`src/common/spm_pkg.sv`:
```
package spm_pkg;

  // Memory organization
  localparam int unsigned SPM_NUM_BANKS  = 4;
  localparam int unsigned SPM_BANK_WORDS = 256;

  // Only the lower part of the bank space is usable
  localparam int unsigned SPM_NUM_WORDS  = 1000;

  // Data path
  localparam int unsigned SPM_DATA_W     = 32;
  localparam int unsigned SPM_BE_W       = SPM_DATA_W / 8;

  // Address split into bank index (high bits) and row (low bits)
  localparam int unsigned SPM_ROW_W      = $clog2(SPM_BANK_WORDS);
  localparam int unsigned SPM_BANK_IDX_W = $clog2(SPM_NUM_BANKS);
  localparam int unsigned SPM_ADDR_W     = SPM_BANK_IDX_W + SPM_ROW_W;

  // Word address over all banks
  typedef logic [SPM_ADDR_W-1:0]     spm_addr_t;

  // Row inside one bank
  typedef logic [SPM_ROW_W-1:0]      spm_row_t;

  // Bank number
  typedef logic [SPM_BANK_IDX_W-1:0] spm_bank_idx_t;

  // Data word
  typedef logic [SPM_DATA_W-1:0]     spm_data_t;

  // One enable per byte
  typedef logic [SPM_BE_W-1:0]       spm_be_t;

  // One bit per bank
  typedef logic [SPM_NUM_BANKS-1:0]  spm_bank_mask_t;

endpackage

```
`src/mem_req_decode.sv`:
```
`timescale 1ns/1ps

module mem_req_decode (
  input  logic                   en_i,
  input  logic                   we_i,
  input  spm_pkg::spm_addr_t     addr_i,
  output spm_pkg::spm_bank_mask_t bank_sel_o,
  output spm_pkg::spm_row_t      row_o,
  output spm_pkg::spm_bank_idx_t bank_idx_o,
  output logic                   rd_o,
  output logic                   err_o
);

  logic out_of_range;
  logic req_ok;

  // Words past SPM_NUM_WORDS exist in the banks but are not mapped
  assign out_of_range = (addr_i >= spm_pkg::spm_addr_t'(spm_pkg::SPM_NUM_WORDS));

  assign req_ok = en_i && !out_of_range;

  // High bits pick the bank, low bits the row inside it
  assign bank_idx_o = addr_i[spm_pkg::SPM_ADDR_W-1 -: spm_pkg::SPM_BANK_IDX_W];
  assign row_o      = addr_i[spm_pkg::SPM_ROW_W-1:0];

  // One-hot select, empty when idle or rejected
  always_comb
  begin
    bank_sel_o = '0;
    for (int unsigned b = 0; b < spm_pkg::SPM_NUM_BANKS; b++)
    begin
      if (req_ok && (bank_idx_o == spm_pkg::spm_bank_idx_t'(b)))
      begin
        bank_sel_o[b] = 1'b1;
      end
    end
  end

  // Request kind
  assign rd_o  = req_ok && !we_i;
  assign err_o = en_i && out_of_range;

endmodule

```
`config.mk`:
```
export PLATFORM = sky130hd
export DESIGN_NAME = mem_req_decode
export DESIGN_NICKNAME = d
export VERILOG_FILES = /design/src/common/spm_pkg.sv /design/src/mem_req_decode.sv
export SDC_FILE = /design/constraint.sdc
export NUM_CORES = 1
export LEC_CHECK = 0
export ABC_AREA = 0
export ABC_CLOCK_PERIOD_IN_PS = 800
export BUFFER_PORTS_ARGS = -buffer_cell sky130_fd_sc_hd__buf_2
export CAP_MARGIN = 10
export CORE_AREA = 2 2 39 41
export DETAILED_ROUTE_END_ITERATION = 8
export DIE_AREA = 0 0 41 43
export PLACE_DENSITY = 0.48
export SLEW_MARGIN = 20
export SYNTH_ARGS = -nofsm -noshare
export SYNTH_HDL_FRONTEND = slang
export SYNTH_SLANG_ARGS = --single-unit
export TNS_END_PERCENT = 10
```
`constraint.sdc`:
```
create_clock -name vclk -period 0.8
set_input_delay 0.16 -clock vclk [all_inputs]
set_output_delay 0.16 -clock vclk [all_outputs]
set_load 0.02 [all_outputs]
```
# [Word-level counts from Yosys, hierarchy flattened]
# Cells that the tools add are included.
# Widths: inputs -> output; s select.
[totals] register_bits=0 input_bits=12 output_inout_bits=16
[op_classes] magnitude_cmp=1 n_eq_ne=3 mux=4 n_reduce_logical=10
[ops] op="$ge 10x10->1 const B" n=1
[ops] op="$logic_and 1x1->1" n=7
[ops] op="$eq 2x2->1 const B" n=2
[ops] op="$mux 1" n=4
[ops] op="$eq 2x1->1 const B" n=1
[ops] op="$logic_not 1->1" n=2
[ops] op="$logic_not 2->1" n=1

# [Depth between registers and ports, before layout]
# Gate-level depths: netlist of the first run.
[depth] depth_word=5 ltp_mapped=2

# [Least setup slack after synthesis of the first run]
# OpenSTA, ideal clock, no wires.
[synth_path] kind="input to output" startpoint="input port addr_i[3]" endpoint="output port rd_o" arrival_time_ps=863 required_ps=640 slack_ps=-223 cell_stages=2 path_buffers=0 cell_sequence="or2_1 a311oi_2"
[synth_via] elab_chain_len=4
[synth_rtl] item="from (decl)" line="mem_req_decode.sv:6" text="input spm_pkg::spm_addr_t addr_i,"
[synth_rtl] item="$ge 10x10->1" line="mem_req_decode.sv:18" text="assign out_of_range = (addr_i >= spm_pkg::spm_addr_t'(spm_pkg::SPM_NUM_WORDS));"
[synth_rtl] item="$logic_not 1->1" line="mem_req_decode.sv:20" text="assign req_ok = en_i && !out_of_range;"
[synth_rtl] item="$logic_and 1x1->1" line="mem_req_decode.sv:20"
[synth_rtl] item="$logic_and 1x1->1" line="mem_req_decode.sv:40" text="assign rd_o = req_ok && !we_i;"
[synth_rtl] item="to (decl)" line="mem_req_decode.sv:10" text="output logic rd_o,"
# No other way between the ends.

# [Worst setup path after layout of the first run]
# Same ends and word-level chain as after synthesis.

==> out/results.md, run 1 <==
| Group | Metric | Reported |
|---|---|---|
| floorplan | Initial core utilization | 0.107 |
| drt | Total number of vias | 189 |
| critical path | Cell-by-cell trace of the critical path | buf_6 -> or2_4 -> a311oi_4 -> buf_6 |
| floorplan | Area of the die | 0.00176 mm^2 |
| synth | Number of distinct library cells after synthesis | 11 |
| sta | Final-layout setup total negative slack | -0.769 ns |
| floorplan | Die Wd | 41 um |
| critical path | Most frequent cell on the critical path | buf_6 |
| global route | Vias in the first global route | 152 |
| synth | Share of synthesized area occupied by flip-flops and latches | 0 |
| synth | Mean cell area of the mapped netlist | 7.03 um^2 |
| critical path | Bufs and invs on worst path | 2 |
| critical path | Maximum net fanout on the critical path | 3 |
| drt | Total length of routed met3 wires | 73 um |
| power and ir drop | Areal power density over the cells | 554 mW/mm^2 |
| sta | Count of final max-slew check failures | 0 |
| global route | Largest net degree at the start of global routing | 8 |
| floorplan | Core box area | 0.00138 mm^2 |
| floorplan | Die outline height | 43 um |
| min path | Class of the tightest hold or removal check | primary input to primary output |
| job | Maximum Capacitance Violations | 0 |
| final layout | Sequential cells | 0 |
| floorplan | Standard-cell row count | 14 |
| run status | Violations in the final reports | negative setup slack |
| placed design | Placement Setup Slack | -0.296 ns |
| drt | M1 wire length | 160 um |
| global route | Overall overflow remaining after global route | 0 |
| final layout | Count of antenna diodes in the layout | 0 |
| critical path | Data required, critical path | 0.64 ns |
| final layout | Final net count | 50 |
| sta | Share of the clock period used by the worst path | 1.30 |
| final layout | Layout overhead on the synthesized area | 98.3% |
| sta | Unrepaired setup endpoints after global routing | true |
| drt | Drc violations | 0 |
| critical path | Master of the slowest instance on the critical path | or2_4 |
| sta | Measured slew at the worst slew-check pin | 0.221 ns |
| drt | Vias per std cell | 3.63 |
| power and ir drop | Power after layout | 162 uW |
| final layout | Count of fill cells added during filler insertion | 164 |
| global route | Wire length of the first global-routing pass | 579 um |
| power and ir drop | Peak VDD IR | 0.145 mV |
| floorplan | # IOs | 28 |
| final layout | Cell area after layout | 293 um^2 |
| final layout | Core occupancy in the finished layout | 0.212 |
| drt | Remaining antenna violation count | 0 |
| placed design | Total of buffers placed on input and output ports | 22 |
| cts | CTS Hold Bufs | 0 |
| sta | Worst relative slew slack | 0.852 |
| final layout | Commonest cells after routing, fill and taps aside | 15 x buf_2, 6 x buf_6, 4 x buf_4 |
| drt | Detailed Route WL | 440 um |
| critical path | Crit Path Category | primary input to primary output |
| final layout | Commonest non-fill, non-tap cell in the layout | buf_2 |
| sta | Fmax achieved | 958 MHz |
| sta | Finish-stage setup viols | 5 |
| drt | Detailed-route wire length per cell | 8.46 um |
| run status | Run status | finished with violations |
| critical path | CP max stage delay | 0.26 ns |
| synth | Summed instance area of the synthesized netlist | 148 um^2 |
| placed design | RePlAce Congestion | 0.628 |
| synth | Warnings from Yosys | 0 |
| critical path | Sort of element at the start of the critical path | primary input |
| placed design | Placed Instance Area | 250 um^2 |
| synth | Instance count of the mapped netlist | 21 |
| sta | Final hold violation count | 0 |
| drt | Top routing layer used | met3 |
| final layout | Area used by sequential logic in the layout | 0 um^2 |
| drt | Met2 routed WL | 206 um |
| critical path | Element type at the critical path end | primary output |
| final layout | Share of final-layout standard cells stronger than drive strength 1 | 0.889 |
| critical path | Arrival @ worst endpoint | 0.88 ns |
| cts | Post-CTS Setup Bufs | 0 |
| power and ir drop | Cell leakage power | 0.149 nW |
| final layout | Layout clock buffers | 0 |
| drt | Drt initial violations | 0 |
| synth | Net count after synthesis | 33 |
| critical path | Top delay family on crit path | simple AND/OR/NAND/NOR gates |
| global route | GR Util All Layers | 0.0440 |
| global route | Antenna violations before repair | 0 |
| sta | Worst setup slack after layout | -0.244 ns |
| sta | Min Clock Period, post-route | 1.04 ns |
| drt | DR pass1 iterations | 1 |
-- through the flow --
| step | hold slack, ns | cells |
|---|---|---|
| detailed placement | 0.320 | 52 |
| CTS | 0.320 | 52 |
| finish | 0.320 | 52 |
| global route | 0.320 | 52 |
| global placement | 0.320 | 52 |
| floorplan | 0.351 | 21 |
-- metal layers --
layer / global-route usage / vias to the layer above
met4: 0.00667 / 0
met5: 0 / -
met1: 0.0538 / 80
met3: 0.00524 / 0
li1: - / 93
met2: 0.0781 / 16
-- layout make-up --
cell class | instances | area, um^2 | share of cell area
inverter | 1 | 3.75 | 0.0128
multi-input combinational | 10 | 96.3 | 0.329
tap | 16 | 20.0 | 0.0684
timing repair buffer | 25 | 173 | 0.590
-- synthesized netlist by cell type --
cell type / n / area [um^2]
nand3_1: 1 / 5.00
inv_1: 1 / 3.75
nand2_1: 1 / 3.75
and4_1: 2 / 17.5
a21oi_1: 1 / 5.00
a311oi_2: 1 / 15.0
nor2_1: 1 / 3.75
or2_1: 1 / 6.26
nor3b_1: 1 / 7.51
nor3_1: 1 / 5.00
buf_4: 10 / 75.1
-- power by group --
part	leakage, nW	internal [mW]	switching [mW]	total, mW
Combinational	0.149	0.0775	0.0846	0.162
Clock	0	0	0	0
Sequential	0	0	0	0
-- path summary, 6_finish.rpt --
kind	startpoint	to	slack, ns	depth (start not counted)
worst max-delay path	addr_i[3]	rd_o	-0.24	4
worst min-delay path	addr_i[2]	row_o[2]	0.32	0
-- logic make-up after synthesis --
group,count (synthesis),share of synthesized area
AOI/OAI and AO/OA,2,0.136
buffers and inverters,11,0.534
and+or+nand+nor,8,0.330
-- what timing repair did --
action / 4_1_cts / 5_1_grt
pin swaps: 1 / 1
endpoints found under the setup margin: 6 / 6
gates resized for setup: 7 / 6
(Power assumes the default switching activity.)
==> run 2, diff against run 1 <==
--- a/config.mk
+++ b/config.mk
@@ -6,7 +6,7 @@
 export NUM_CORES = 1
 export LEC_CHECK = 0
 export ABC_AREA = 0
-export ABC_CLOCK_PERIOD_IN_PS = 800
+export ABC_CLOCK_PERIOD_IN_PS = 850
 export BUFFER_PORTS_ARGS = -buffer_cell sky130_fd_sc_hd__buf_2
 export CAP_MARGIN = 10
 export CORE_AREA = 2 2 39 41
==> constraint.sdc (replaced) <==
create_clock -name vclk -period 0.85
set_input_delay 0.17 -clock vclk [all_inputs]
set_output_delay 0.17 -clock vclk [all_outputs]
set_load 0.02 [all_outputs]
==> out/results.md, run 2 (same netlist as run 1, synthesis figures left out) <==
| Group | Metric | Reported | Delta |
|---|---|---|---|
| placed design | Final HPWL from detailed placement | 406 um |  |
| sta | Share of the clock period used by the worst path | 1.25 |  |
| critical path | End point of the critical path | rd_o |  |
| floorplan | Die outline height | 43 um | unchanged |
| power and ir drop | Areal power density over the cells | 521 mW/mm^2 | -5.8% |
| power and ir drop | Power after layout | 146 uW | -9.8% |
| final layout | Layout overhead on the synthesized area | 89.8% |  |
| critical path | Element type at the critical path end | primary output |  |
| critical path | Data required, critical path | 0.68 ns | +0.04 ns |
| power and ir drop | Peak VDD IR | 0.123 mV | -15% |
| global route | Overall overflow remaining after global route | 0 | unchanged |
| global route | Antenna violations before repair | 0 | unchanged |
| drt | Top routing layer used | met3 |  |
| final layout | Count of antenna diodes in the layout | 0 | unchanged |
| final layout | Sequential cells | 0 | unchanged |
| drt | Total number of vias | 198 | +4.8% |
| final layout | Layout clock buffers | 0 | unchanged |
| cts | CTS Hold Bufs | 0 | unchanged |
| drt | Remaining antenna violation count | 0 | unchanged |
| critical path | Sort of element at the start of the critical path | primary input |  |
| sta | Measured slew at the worst slew-check pin | 0.222 ns | +0.000119 ns |
| critical path | Arrival @ worst endpoint | 0.89 ns | about the same |
| run status | Violations in the final reports | negative setup slack |  |
| final layout | Final net count | 50 | unchanged |
| floorplan | Area of the die | 0.00176 mm^2 | unchanged |
| sta | Finish-stage setup viols | 4 | -1 |
| final layout | Share of final-layout standard cells stronger than drive strength 1 | 0.833 | -0.0556 |
| floorplan | Core box area | 0.00138 mm^2 | unchanged |
| critical path | Timing startpoint of the critical path | addr_i[3] |  |
| drt | Drc violations | 0 | unchanged |
| sta | Worst setup slack after layout | -0.214 ns | +0.0299 ns |
| power and ir drop | Cell leakage power | 0.147 nW | -1.1% |
| drt | M1 wire length | 156 um | -2.5% |
| sta | Fmax achieved | 940 MHz |  |
| sta | Min Clock Period, post-route | 1.06 ns |  |
| drt | Met2 routed WL | 213 um | +3.4% |
| drt | Vias per std cell | 3.81 | +4.8% |
| critical path | Maximum net fanout on the critical path | 3 | unchanged |
| job | Maximum Capacitance Violations | 0 | unchanged |
| global route | GR Util All Layers | 0.0460 | +0.00200 |
| cts | Post-CTS Setup Bufs | 0 | unchanged |
| floorplan | Initial core utilization | 0.107 | unchanged |
| global route | Largest net degree at the start of global routing | 8 | unchanged |
| final layout | Number of standard cells in the final layout excluding fillers | 52 | unchanged |
| floorplan | # IOs | 28 | unchanged |
| cts | CTS resizes | 4 | -3 |
| critical path | Crit Path Category | primary input to primary output |  |
| sta | Count of final max-slew check failures | 0 | unchanged |
| final layout | Commonest non-fill, non-tap cell in the layout | buf_2 |  |
| sta | Unrepaired setup endpoints after global routing | true |  |
| final layout | Area used by sequential logic in the layout | 0 um^2 | unchanged |
| placed design | Post-placement cell count | 52 | unchanged |
| global route | Wire length of the first global-routing pass | 600 um | +3.6% |
| final layout | Count of fill cells added during filler insertion | 159 | -3.0% |
| drt | Detailed Route WL | 441 um | +0.23% |
| min path | Class of the tightest hold or removal check | primary input to primary output |  |
| run status | Run status | finished with violations |  |
| final layout | Area used by multi-input combinational logic | 93.8 um^2 | -2.6% |
| sta | Final hold violation count | 0 | unchanged |
| final layout | Commonest cells after routing, fill and taps aside | 16 x buf_2, 5 x buf_4, 4 x buf_6 |  |
| floorplan | Die Wd | 41 um | unchanged |
| placed design | Total of buffers placed on input and output ports | 22 | unchanged |
| drt | DR pass1 iterations | 1 | unchanged |
| placed design | RePlAce Congestion | 0.616 | -2.0% |
| drt | Drt initial violations | 0 | unchanged |
| floorplan | Standard-cell row count | 14 | unchanged |
| global route | Vias in the first global route | 156 | +2.6% |
| drt | Detailed-route wire length per cell | 8.48 um | +0.23% |
| sta | Worst relative slew slack | 0.852 | about the same |
| drt | Total length of routed met3 wires | 71 um | -2.7% |
-- run 2: cell counts in the layout (fill, tap and decap cells not counted) --
No cell type changed its count.
-- run 2: through the flow --
step	util	hold WS (ns)	setup TNS [ns]	instance area, um^2	setup slack, ns
4_1_cts	0.192	0.340	-0.757	265	-0.225
2_1_floorplan	-	0.371	-0.118	173	-0.0603
6_report	0.203	0.340	-0.633	280	-0.214
3_5_place_dp	0.181	0.340	-0.820	250	-0.266
5_1_grt	0.203	0.340	-0.794	280	-0.254
3_3_place_gp	0.181	0.340	-0.802	250	-0.262
-- run 2: power breakdown --
group	internal, mW	switching [mW]	total, mW
registers	0	0	0
clock network	0	0	0
logic	0.0683	0.0779	0.146
total	0.0683	0.0779	0.146
-- run 2: layer usage --
| metal | GRT usage | vias up |
|---|---|---|
| met4 | 0.00667 | 0 |
| met1 | 0.0475 | 89 |
| li1 | - | 93 |
| met5 | 0 | - |
| met2 | 0.0875 | 16 |
| met3 | 0.0105 | 0 |
-- run 2: worst min path at each step --
stage	from	end	cells past startpoint
after floorplan	we_i	rd_o	1
after global placement	addr_i[1]	row_o[1]	0
after detailed placement	addr_i[1]	row_o[1]	0
after CTS	addr_i[1]	row_o[1]	0
after global routing	addr_i[1]	row_o[1]	0
final	addr_i[2]	row_o[2]	0
-- run 2: area by class of cell --
type	count	share of cell area
Timing Repair Buffer	25	0.580
Multi-Input combinational cell	10	0.335
Inverter	1	0.0134
Tap cell	16	0.0714
-- run 2: worst max-delay path, cell delays in order --
cell      delay, ns
buf_6          0.09
or2_4          0.26
a311oi_4       0.22
buf_6          0.15
