<file path="config.mk">
export PLATFORM = sky130hd
export DESIGN_NAME = rdata_return
export DESIGN_NICKNAME = d
export VERILOG_FILES = /design/src/common/spm_pkg.sv /design/src/rdata_return.sv
export SDC_FILE = /design/constraint.sdc
export NUM_CORES = 1
export LEC_CHECK = 0
export BUFFER_PORTS_ARGS = -buffer_cell sky130_fd_sc_hd__buf_2
export CORE_AREA = 2 2 78 80
export CTS_BUF_LIST = sky130_fd_sc_hd__clkbuf_2
export DETAILED_ROUTE_END_ITERATION = 10
export DIE_AREA = 0 0 80 82
export PLACE_DENSITY = 0.88
export SETUP_SLACK_MARGIN = 0.3
export SYNTH_ARGS = -nofsm -noshare
export SYNTH_HDL_FRONTEND = slang
export SYNTH_SLANG_ARGS = --single-unit
</file>
<file path="constraint.sdc">
create_clock -name clk_i -period 1.6 [get_ports clk_i]
set_input_delay 0.08 -clock clk_i [delete_from_list [all_inputs] [get_ports clk_i]]
set_output_delay 0.08 -clock clk_i [all_outputs]
set_load 0.02 [all_outputs]
</file>
<file path="src/common/spm_pkg.sv">
package spm_pkg;

  // Memory organization
  localparam int unsigned SPM_NUM_BANKS  = 4;
  localparam int unsigned SPM_BANK_WORDS = 256;

  // Only the lower part of the bank space is usable
  localparam int unsigned SPM_NUM_WORDS  = 1000;

  // Data path
  localparam int unsigned SPM_DATA_W     = 32;
  localparam int unsigned SPM_BE_W       = SPM_DATA_W / 8;

  // Address split into bank index (high bits) and row (low bits)
  localparam int unsigned SPM_ROW_W      = $clog2(SPM_BANK_WORDS);
  localparam int unsigned SPM_BANK_IDX_W = $clog2(SPM_NUM_BANKS);
  localparam int unsigned SPM_ADDR_W     = SPM_BANK_IDX_W + SPM_ROW_W;

  // Word address over all banks
  typedef logic [SPM_ADDR_W-1:0]     spm_addr_t;

  // Row inside one bank
  typedef logic [SPM_ROW_W-1:0]      spm_row_t;

  // Bank number
  typedef logic [SPM_BANK_IDX_W-1:0] spm_bank_idx_t;

  // Data word
  typedef logic [SPM_DATA_W-1:0]     spm_data_t;

  // One enable per byte
  typedef logic [SPM_BE_W-1:0]       spm_be_t;

  // One bit per bank
  typedef logic [SPM_NUM_BANKS-1:0]  spm_bank_mask_t;

endpackage

</file>
<file path="src/rdata_return.sv">
`timescale 1ns/1ps

module rdata_return (
  input  logic                   clk_i,
  input  logic                   rst_ni,
  input  spm_pkg::spm_bank_idx_t bank_idx_i,
  input  logic                   rd_i,
  input  logic                   err_i,
  input  spm_pkg::spm_data_t [spm_pkg::SPM_NUM_BANKS-1:0] bank_rdata_i,
  output spm_pkg::spm_data_t     rdata_o,
  output logic                   rvalid_o,
  output logic                   err_o
);

  spm_pkg::spm_bank_idx_t bank_idx_q;
  logic                   rd_q;
  logic                   err_q;
  spm_pkg::spm_data_t     rdata_sel;
  spm_pkg::spm_data_t     rdata_hold_q;

  // Track the request that is in flight
  always_ff @(posedge clk_i or negedge rst_ni)
  begin
    if (!rst_ni)
    begin
      bank_idx_q <= '0;
      rd_q       <= 1'b0;
      err_q      <= 1'b0;
    end
    else
    begin
      bank_idx_q <= bank_idx_i;
      rd_q       <= rd_i;
      err_q      <= err_i;
    end
  end

  // Rejected reads return zero
  assign rdata_sel = err_q ? '0 : bank_rdata_i[bank_idx_q];

  // Keep the last returned word between pulses
  always_ff @(posedge clk_i or negedge rst_ni)
  begin
    if (!rst_ni)
    begin
      rdata_hold_q <= '0;
    end
    else if (rd_q)
    begin
      rdata_hold_q <= rdata_sel;
    end
  end

  assign rdata_o  = rd_q ? rdata_sel : rdata_hold_q;
  assign rvalid_o = rd_q;
  assign err_o    = err_q;

endmodule

</file>
# After elaboration in Yosys (flattened, before gate mapping)
# Cells that the tools add are included.
dict set report word_totals {
  reg_bits 36
  latch_bits 0
  ramBits 0
  mem_bits_ro 0
  in_bits 134
  out_inout_bits 34
  wordCells 9
  n_memories 0
}
dict set report op_classes {
  addsub 0
  n_mul 0
  div_mod_pow 0
  order_cmp 1
  n_eq_ne 0
  shifts 0
  n_mux 4
  bitwise_logic 0
  n_reduce_logical 0
}
# operator n
set op_table {}
lappend op_table {{32-bit two-way mux} 3}
lappend op_table {{32-bit binary-select mux with 2-bit select} 1}
lappend op_table {{2-bit by 3-bit less-than comparator with 1-bit output, second input constant} 1}

# Longest topological paths before layout
# Gate-level depths: netlist (run 1).
dict set report depth {
  ltp_word 4
  mapped_depth 4
  ltp_nobuf 2
}

# Worst setup path before layout (run 1)
# OpenSTA, ideal clock, no wires.
dict set report synth_path {
  kind {register to register}
  from {reg rd_q (netlist: rvalid_o)}
  to {reg rdata_hold_q[30]}
  setup_ns 0.176
  arrival_ns 1.452
  required_ns 1.424
  path_slack_ns -0.028
  stages_incl_launch_ff 4
  path_buffers 1
  synth_period_minus_slack_ns 1.628
  path_cell_list {dfrtp_1 -> or3b_1 -> buf_6 -> o221ai_1}
}
dict set report synth_via {
  elab_chain_cells 1
}
# item line
set synth_lines {}
lappend synth_lines {{start: declaration} rdata_return.sv:16} ;# logic rd_q;
lappend synth_lines {{start signal: assignment} rdata_return.sv:33} ;# rd_q <= rd_i;
lappend synth_lines {{32-bit two-way mux} -}
lappend synth_lines {{net rdata_o[30]} rdata_return.sv:10} ;# output spm_pkg::spm_data_t rdata_o,
lappend synth_lines {{end signal: assignment} rdata_return.sv:50} ;# rdata_hold_q <= rdata_sel;
lappend synth_lines {{end: declaration} rdata_return.sv:19} ;# spm_pkg::spm_data_t rdata_hold_q;
# The timed path passes the listed nets, and every way through them passes these cells.

# Worst setup path after layout (run 1)
dict set report layout_path {
  from {reg bank_idx_q[0]}
  to {out rdata_o[22]}
}
dict set report layout_via {
  elab_chain_cells 4
}
# item line
set layout_lines {}
lappend layout_lines {{start: declaration} rdata_return.sv:15} ;# spm_pkg::spm_bank_idx_t bank_idx_q;
lappend layout_lines {{start signal: assignment} rdata_return.sv:32} ;# bank_idx_q <= bank_idx_i;
lappend layout_lines {{32-bit binary-select mux with 2-bit select} rdata_return.sv:39} ;# assign rdata_sel = err_q ? '0 : bank_rdata_i[bank_idx_q];
lappend layout_lines {{32-bit two-way mux (implied by the code)} rdata_return.sv:39}
lappend layout_lines {{32-bit two-way mux} rdata_return.sv:39}
lappend layout_lines {{32-bit two-way mux} rdata_return.sv:54} ;# assign rdata_o = rd_q ? rdata_sel : rdata_hold_q;
lappend layout_lines {{end: declaration} rdata_return.sv:10}
# No other way between the ends. The select of a mux whose other input is x is not followed.

==> out/metrics.yaml, run 1 <==
syn_inst: 183
post-route-period-util_pct: 126
avgSynthCellArea_sq_um: 12.9
drive_above_1_share_pct: 78.6
max-clock-path-buffers: 2
cts_sinks: 36
hp-start: "bank_rdata_i[5]"
dr.first_iter.drc_count: 49
cts-root-buf: "clkbuf_2"
skew_ps: 26.3
r2r_start: "bank_idx_q[0]"
grt_max_degree: 30
utilization_pct: 85.4
maxCapViolCount: 0
synth_nets: 317
syn_area_sq_um: 2370
core_sq_um: 5750
initial_core_util_pct: 41.2
clk_pin_slew_ps: 220
hold_class: "input pin to flop"
cts_buffers: 5
grt_antenna_before_repair: 0
min_period_ps: 2010
crit_path_max_fanout: 7
drc_errors: 0
routed_wl_mm: 10.1
rsz0062_at_grt: "true"
cp.required_ps: 1520
endpoint_kind: "primary output"
dr.pass1.iters: 4
first_global_vias: 2460
drv_slew: 0
portBuffers: 167
ir_drop_mv: 0.556
ys.warnings.count: 0
finalSetupViolations: 32
vias_per_cell: 5.46
grt_usage_pct: 23.0
min_delay_path_depth: 3
reg2regPathDepth: 5
die-height_um: 82
rr_endpoint: "rdata_hold_q[15]"
p_total_w: 0.00308
yosysUniqueCellTypes: 12
synth_seq_area_share_pct: 38.0
status: "finished with violations"
diodes: 0
drtAntennaViolNets: 0
hold_slack_ps: 21.3
fin_cells: 454
worstMarginPinSlew_ps: 491
die_w_um: 80
rows: 28
io_pins: 168
insertion_delay_ps: 420
cp_data_arrival_time_ps: 1930
leakagePower_nw: 2.03
ff2ff_setup_slack_ps: 100
dr_total_vias: 2477
min_to: "rdata_hold_q[5]"
fmax_ghz: 0.498
layout_setup_ws_ps: -409
htree_levels: 2
ys_ff_latch: 36
max_slew_margin_pct: 67.3
synthToLayoutAreaGrowth_pct: 107
fin_nets: 512
hold_viol: 0
violations: "negative setup slack"
cts_tree: "yes"
grt_pass1_wl_mm: 11.4
place_ws_ps: 102
grt_overflow_total: 0
dp.cells: 418
routabilityCongestion: 0.861
p_per_area_nw_per_um2: 628
die_area_sq_um: 6560
worst_setup_path_start_kind: "flop"
dp_hpwl_mm: 5.64
wire_per_inst_um: 22.2
crit_type: "flop to primary output"
[sequential cells by signal (all words and copies together), names as in the netlist]
register      cells
rdata_hold_q     32
bank_idx_q        2
rvalid_o          1
err_o             1
[cell usage in the layout (no fill, tap or decap), types with 3 or more instances in the layout]
cell type,n
dlygate4sd3_1,12
clkbuf_16,6
buf_4,9
mux2i_2,25
o221ai_4,32
nand2b_1,32
mux2i_4,36
buf_2,134
buf_12,6
buf_6,34
mux2i_1,3
clkbuf_2,6
dfrtp_1,33
[logic make-up (layout without fill, tap and decap cells)]
family,Yosys count,in the layout,synth area share [%]
mux,64,64,27.0
flops,36,36,38.0
simple gates,34,34,9.14
compound gates,32,32,19.8
buf+inv,17,213,6.02
[per-stage QoR]
step / setup TNS (ps) / area [sq um]
after global placement: 0 / 3660
final: -11060 / 4910
after floorplan: 0 / 2740
after detailed placement: 0 / 3660
after global routing: -13250 / 4910
after CTS: -10500 / 3980
[worst max-delay path: stages (launching register included)]
cell and delay, ps:
dfrtp_4 560, buf_12 170, clkbuf_16 180, mux2i_2 260, o221ai_4 160, buf_4 180
[synth_stat cells]
| cell | instances | area share [%] |
|---|---|---|
| o221ai_2 | 30 | 19 |
| buf_4 | 1 | 0.32 |
| buf_12 | 3 | 2.5 |
| nand2b_1 | 32 | 8.5 |
| mux2i_1 | 64 | 27 |
| buf_2 | 11 | 2.3 |
| buf_6 | 1 | 0.48 |
| dfrtp_1 | 36 | 38 |
| o221ai_1 | 2 | 0.74 |
| dlygate4sd1_1 | 1 | 0.37 |
| or3b_1 | 1 | 0.37 |
| nand3b_1 | 1 | 0.32 |
[worst max path at each step]
stage | from | end | slack, ps | depth (start not counted)
after global routing | bank_idx_q[0] | rdata_o[22] | -470 | 5
final | bank_idx_q[0] | rdata_o[22] | -410 | 5
after global placement | rvalid_o | rdata_o[13] | 140 | 4
after detailed placement | rvalid_o | rdata_o[11] | 100 | 4
after CTS | bank_idx_q[0] | rdata_o[17] | -360 | 4
after floorplan | rvalid_o | rdata_hold_q[0] | 160 | 4
[metal layers]
metal  wire length [um]  GRT usage (%)
met5                  0              0
met2               5820           44.8
met3                568           4.40
met4                326           9.66
met1               3370           23.9
[final cells by class]
class | count | area, sq um
Clock buffer | 6 | 30.0
Clock inverter | 2 | 35.0
Fill cell | 262 | 838
Multi-Input combinational cell | 130 | 2240
Sequential cell | 36 | 907
Tap cell | 75 | 93.8
Timing Repair Buffer | 205 | 1600
[where the power goes]
group          internal, W  switching [W]  leakage [nW]
Clock             0.000269       0.000345        0.0430
Combinational     0.000754       0.000682          1.52
Sequential        0.000999      0.0000359         0.460
Total              0.00202        0.00106          2.03
[timing repair]
item / CTS / global route
hold buffers: 8 / 4
setup endpoints to repair: 64 / 65
endpoints found under the hold margin: 25 / 3
cloned: 0 / 8
resized for setup: 49 / 128
setup buffers: 0 / 8
pin swaps: 0 / 7
No activity file was read; power rests on OpenSTA's default activity.
==> run 2, diff against run 1 <==
- CORE_AREA: 2 2 78 80 -> 2 2 80 82
- CTS_BUF_LIST: sky130_fd_sc_hd__clkbuf_2 -> unset
- DIE_AREA: 0 0 80 82 -> 0 0 82 84
- PLACE_DENSITY: 0.88 -> 0.85
==> out/metrics.yaml, run 2 (synthesized netlist as in run 1, its figures left out) <==
status: "finished with violations"
violations: "negative setup slack"
io_pins: 168
reg2regPathDepth: 3
hold_viol: 0
grt_usage_pct: 22.7
final_cell_mix: "buf_2 (135), mux2i_2 (39), dfrtp_1 (33), nand2b_1 (32), o221ai_4 (31)"
maxCapViolCount: 0
cts-root-buf: "clkbuf_8"
dr.pass1.iters: 4
skew_ps: 7.39
cts_tree: "yes"
die_w_um: 82
final_common_cell: "buf_2"
routed_wl_mm: 8.07
grt_max_degree: 24
die-height_um: 84
die_area_sq_um: 6890
dp_hpwl_mm: 5.24
dr_total_vias: 2287
rr_endpoint: "rdata_hold_q[28]"
largest_reg_flops: 32
min_period_ps: 1750
regMostFlops: "rdata_hold_q"
drive_above_1_share_pct: 78.9
finalSetupTns_ps: -4000
cts_buffers: 5
vias_per_cell: 5.23
first_global_vias: 2474
fill_cells: 390
post-route-period-util_pct: 109
p_per_area_nw_per_um2: 664
htree_levels: 2
endpoint_kind: "primary output"
dr.first_iter.drc_count: 50
finalSetupViolations: 32
hold_class: "input pin to flop"
grt_overflow_total: 0
hp-start: "bank_rdata_i[95]"
portBuffers: 167
leakagePower_nw: 1.86
diodes: 0
max_slew_margin_pct: 69.7
grt_antenna_before_repair: 0
min_to: "rdata_hold_q[31]"
routabilityCongestion: 0.833
core_sq_um: 6100
crit_path_max_fanout: 17
layout_setup_ws_ps: -151
clk_pin_slew_ps: 80
cp.required_ps: 1520
max-clock-path-buffers: 2
insertion_delay_ps: 290
wire_per_inst_um: 18.5
fmax_ghz: 0.571
ir_drop_mv: 0.497
grt_pass1_wl_mm: 11.9
hold_slack_ps: 143
min_delay_path_depth: 3
drtAntennaViolNets: 0
worst_setup_path_start_kind: "flop"
drc_errors: 0
drv_slew: 0
rsz0062_at_grt: "true"
cp_data_arrival_time_ps: 1670
rows: 29
initial_core_util_pct: 38.9
r2r_start: "bank_idx_q[0]"
worstMarginPinSlew_ps: 455
ff2ff_setup_slack_ps: 240
crit_type: "flop to primary output"
largestRegisters: "rdata_hold_q: 32 flops, bank_idx_q: 2 flops"
cts_sinks: 36
fin_nets: 493
synthToLayoutAreaGrowth_pct: 87.4
-- run 2: critical path: stages, from the launching register on --
cell and delay [ps]:
dfrtp_2 410, or3b_4 410, buf_12 200, o221ai_4 170, buf_4 180
-- run 2: what timing repair did --
action / in CTS / in global routing
pin swaps: 0 / 0
setup endpoints to repair: 63 / 63
endpoints found under the hold margin: 23 / 0
gates resized for setup: 83 / 54
gates cloned: 1 / 1
hold buffers: 5 / 0
buffers inserted: 1 / 0
-- run 2: worst max-delay path by stage --
stage                            endpoint  cells past startpoint          start  slack (ps)
after floorplan           rdata_hold_q[0]                      4       rvalid_o         160
after global placement        rdata_o[20]                      4  bank_idx_q[0]         130
after detailed placement      rdata_o[22]                      4  bank_idx_q[0]          80
after CTS                     rdata_o[11]                      4  bank_idx_q[0]        -180
after global routing          rdata_o[11]                      4  bank_idx_q[0]        -220
final                          rdata_o[2]                      4          err_o        -150
-- run 2: final cells by class --
class | count | area, sq um | area share (%)
Clock inverter | 2 | 10.0 | 0.225
Timing Repair Buffer | 186 | 1260 | 28.3
Sequential cell | 36 | 907 | 20.4
Tap cell | 77 | 96.3 | 2.17
Multi-Input combinational cell | 130 | 2090 | 47.0
Clock buffer | 6 | 82.6 | 1.86
-- run 2: through the flow --
step                instance area (sq um)  power (W)  utilization (%)  std cells  worst slack (ps)
floorplan                            2740    0.00165                -        183               158
global placement                     3670    0.00197             60.3        421               130
detailed placement                   3670    0.00199             60.3        421              78.1
CTS                                  4170    0.00285             68.4        436              -176
global route                         4440    0.00308             72.8        437              -221
finish                               4440    0.00295             72.8        437              -151
-- run 2: metal layers --
layer  up-vias  global-route usage, %  routed length [um]
li1       1064                      -                   -
met1      1124                   24.4                2800
met3         7                   4.87                 554
met4         0                   4.09                  63
met2        92                   44.1                4650
met5         -                      0                   0
-- run 2: power breakdown --
group | internal [W] | leakage, nW | total [W] | switching, W
registers | 0.000999 | 0.460 | 0.00103 | 0.0000361
logic | 0.000635 | 1.35 | 0.00123 | 0.000599
clock network | 0.000344 | 0.0510 | 0.000680 | 0.000336
==> run 3, diff against run 2 <==
- REMOVE_ABC_BUFFERS: unset -> 1
- TNS_END_PERCENT: unset -> 30
==> out/metrics.yaml, run 3 (synthesized netlist as in run 1, its figures left out) <==
fmax_ghz: 0.572
hold_viol: 0
leakagePower_nw: 1.87
worst_setup_path_start_kind: "flop"
seq_power_share_pct: 38.8
wire_per_inst_um: 16.6
fin_nets: 491
fin_cells: 435
final_area_sq_um: 3820
largest_reg_flops: 32
critPathMaxStageDelay_ps: 440
final_common_cell: "buf_2"
synthToLayoutAreaGrowth_pct: 61.5
combPwrFrac_pct: 36.3
cts_buffers: 5
drive_above_1_share_pct: 65.6
max-clock-path-buffers: 2
switchingPower_w: 0.000813
cp_data_arrival_time_ps: 1670
status: "finished with violations"
p_sw_share_pct: 30.6
rr_endpoint: "rdata_hold_q[30]"
grt_max_degree: 37
dp_hpwl_mm: 4.79
routed_wl_mm: 7.24
ir_drop_mv: 0.423
clk_pin_slew_ps: 70
fill_cells: 504
min_to: "rdata_hold_q[11]"
dr_total_vias: 2239
p_int_w: 0.00184
final_cell_mix: "buf_2 (134), mux2i_1 (49), dfrtp_1 (34), nand2b_1 (32)"
finalSetupViolations: 32
ff2ff_setup_slack_ps: 240
hp-start: "bank_rdata_i[75]"
max_slew_margin_pct: 66.9
rsz0062_at_grt: "true"
clock_power_share_pct: 24.9
cp_slowest_cell: "or3b_4"
post-route-period-util_pct: 109
grt_usage_pct: 19.4
portBuffers: 167
grt_overflow_total: 0
routabilityCongestion: 0.715
cts-root-buf: "clkbuf_8"
endpoint_kind: "primary output"
min_period_ps: 1750
dr.pass1.iters: 4
drc_errors: 0
grt_pass1_wl_mm: 10.4
worstMarginPinSlew_ps: 497
multi_input_area_sq_um: 1510
core_sq_um: 6100
reg2regPathDepth: 3
violations: "negative setup slack"
p_per_area_nw_per_um2: 694
crit_chain: "or3b_4, buf_12, o221ai_2, buf_4"
skew_ps: 6.31
grt_antenna_before_repair: 0
vias_per_cell: 5.15
maxCapViolCount: 0
cts_tree: "yes"
io_pins: 168
cts_sinks: 36
hold_class: "input pin to flop"
r2r_start: "bank_idx_q[0]"
dr.first_iter.drc_count: 30
regArea_sq_um: 906
drtAntennaViolNets: 0
utilization_pct: 62.7
crit_type: "flop to primary output"
crit_path_max_fanout: 16
initial_core_util_pct: 38.9
cp.required_ps: 1520
die_w_um: 82
place_area_sq_um: 3260
p_total_w: 0.00265
min_delay_path_depth: 3
die_area_sq_um: 6890
hold_slack_ps: 149
largestRegisters: "rdata_hold_q: 32 flops, bank_idx_q: 2 flops"
insertion_delay_ps: 280
die-height_um: 84
regMostFlops: "rdata_hold_q"
rows: 29
layout_setup_ws_ps: -148
htree_levels: 2
diodes: 0
first_global_vias: 2392
drv_slew: 0
dp.cells: 416
-- run 3: cell types whose count changed in the layout (fill, tap and decap cells not counted), sizes merged --
cell    change
buf         -3
clkbuf      +3
clkinv      -2
-- run 3: power groups by stage --
| stage | Combinational, W | Clock [W] | Sequential (W) |
|---|---|---|---|
| floorplan | 0.000415 | 0 | 0.00107 |
| global placement | 0.000753 | 0 | 0.00104 |
| detailed placement | 0.000778 | 0 | 0.00104 |
| CTS | 0.000867 | 0.000689 | 0.00103 |
| global route | 0.00104 | 0.000727 | 0.00104 |
| finish | 0.000963 | 0.000661 | 0.00103 |
-- run 3: area by class of cell --
cell class                      instances  area share, %
Clock buffer                            8           2.36
Multi-Input combinational cell        130           39.4
Sequential cell                        36           23.7
Tap cell                               77           2.52
Timing Repair Buffer                  184           32.0
-- run 3: layer usage --
metal / GRT usage (%) / vias up / routed length, um
met5: 0 / - / 0
met4: 5.00 / 0 / 91
met2: 37.3 / 92 / 4080
li1: - / 1050 / -
met3: 4.55 / 12 / 423
met1: 20.2 / 1085 / 2650
-- run 3: metrics by stage --
step	TNS [ps]	setup WS, ps
4_1_cts	-4660	-188
5_1_grt	-6410	-221
2_1_floorplan	-85480	-1480
6_report	-4200	-148
3_5_place_dp	-61.8	-54.4
3_3_place_gp	0	37.4
-- run 3: how the worst max path moves through the flow --
| stage | startpoint | endpoint | depth (start not counted) |
|---|---|---|---|
| 6_report | rvalid_o | rdata_o[20] | 4 |
| 5_1_grt | rvalid_o | rdata_o[28] | 4 |
| 4_1_cts | bank_idx_q[1] | rdata_o[30] | 4 |
| 3_5_place_dp | bank_idx_q[1] | rdata_o[30] | 4 |
| 3_3_place_gp | bank_idx_q[1] | rdata_o[30] | 4 |
| 2_1_floorplan | bank_idx_q[0] | rdata_hold_q[30] | 2 |
-- run 3: what timing repair did --
item	CTS	global route
pin swaps	0	1
buffers inserted	0	2
gates cloned	1	3
endpoints found under the hold margin	24	0
hold buffers	5	0
resized for setup	42	36
endpoints found under the setup margin	64	64
-- run 3: worst max-delay path, delay by kind of cell (launching register included) --
kind / cells / cell delay [ps]
simple gates: 1 / 440
buf+inv: 2 / 370
compound gates: 1 / 170
flops: 1 / 400
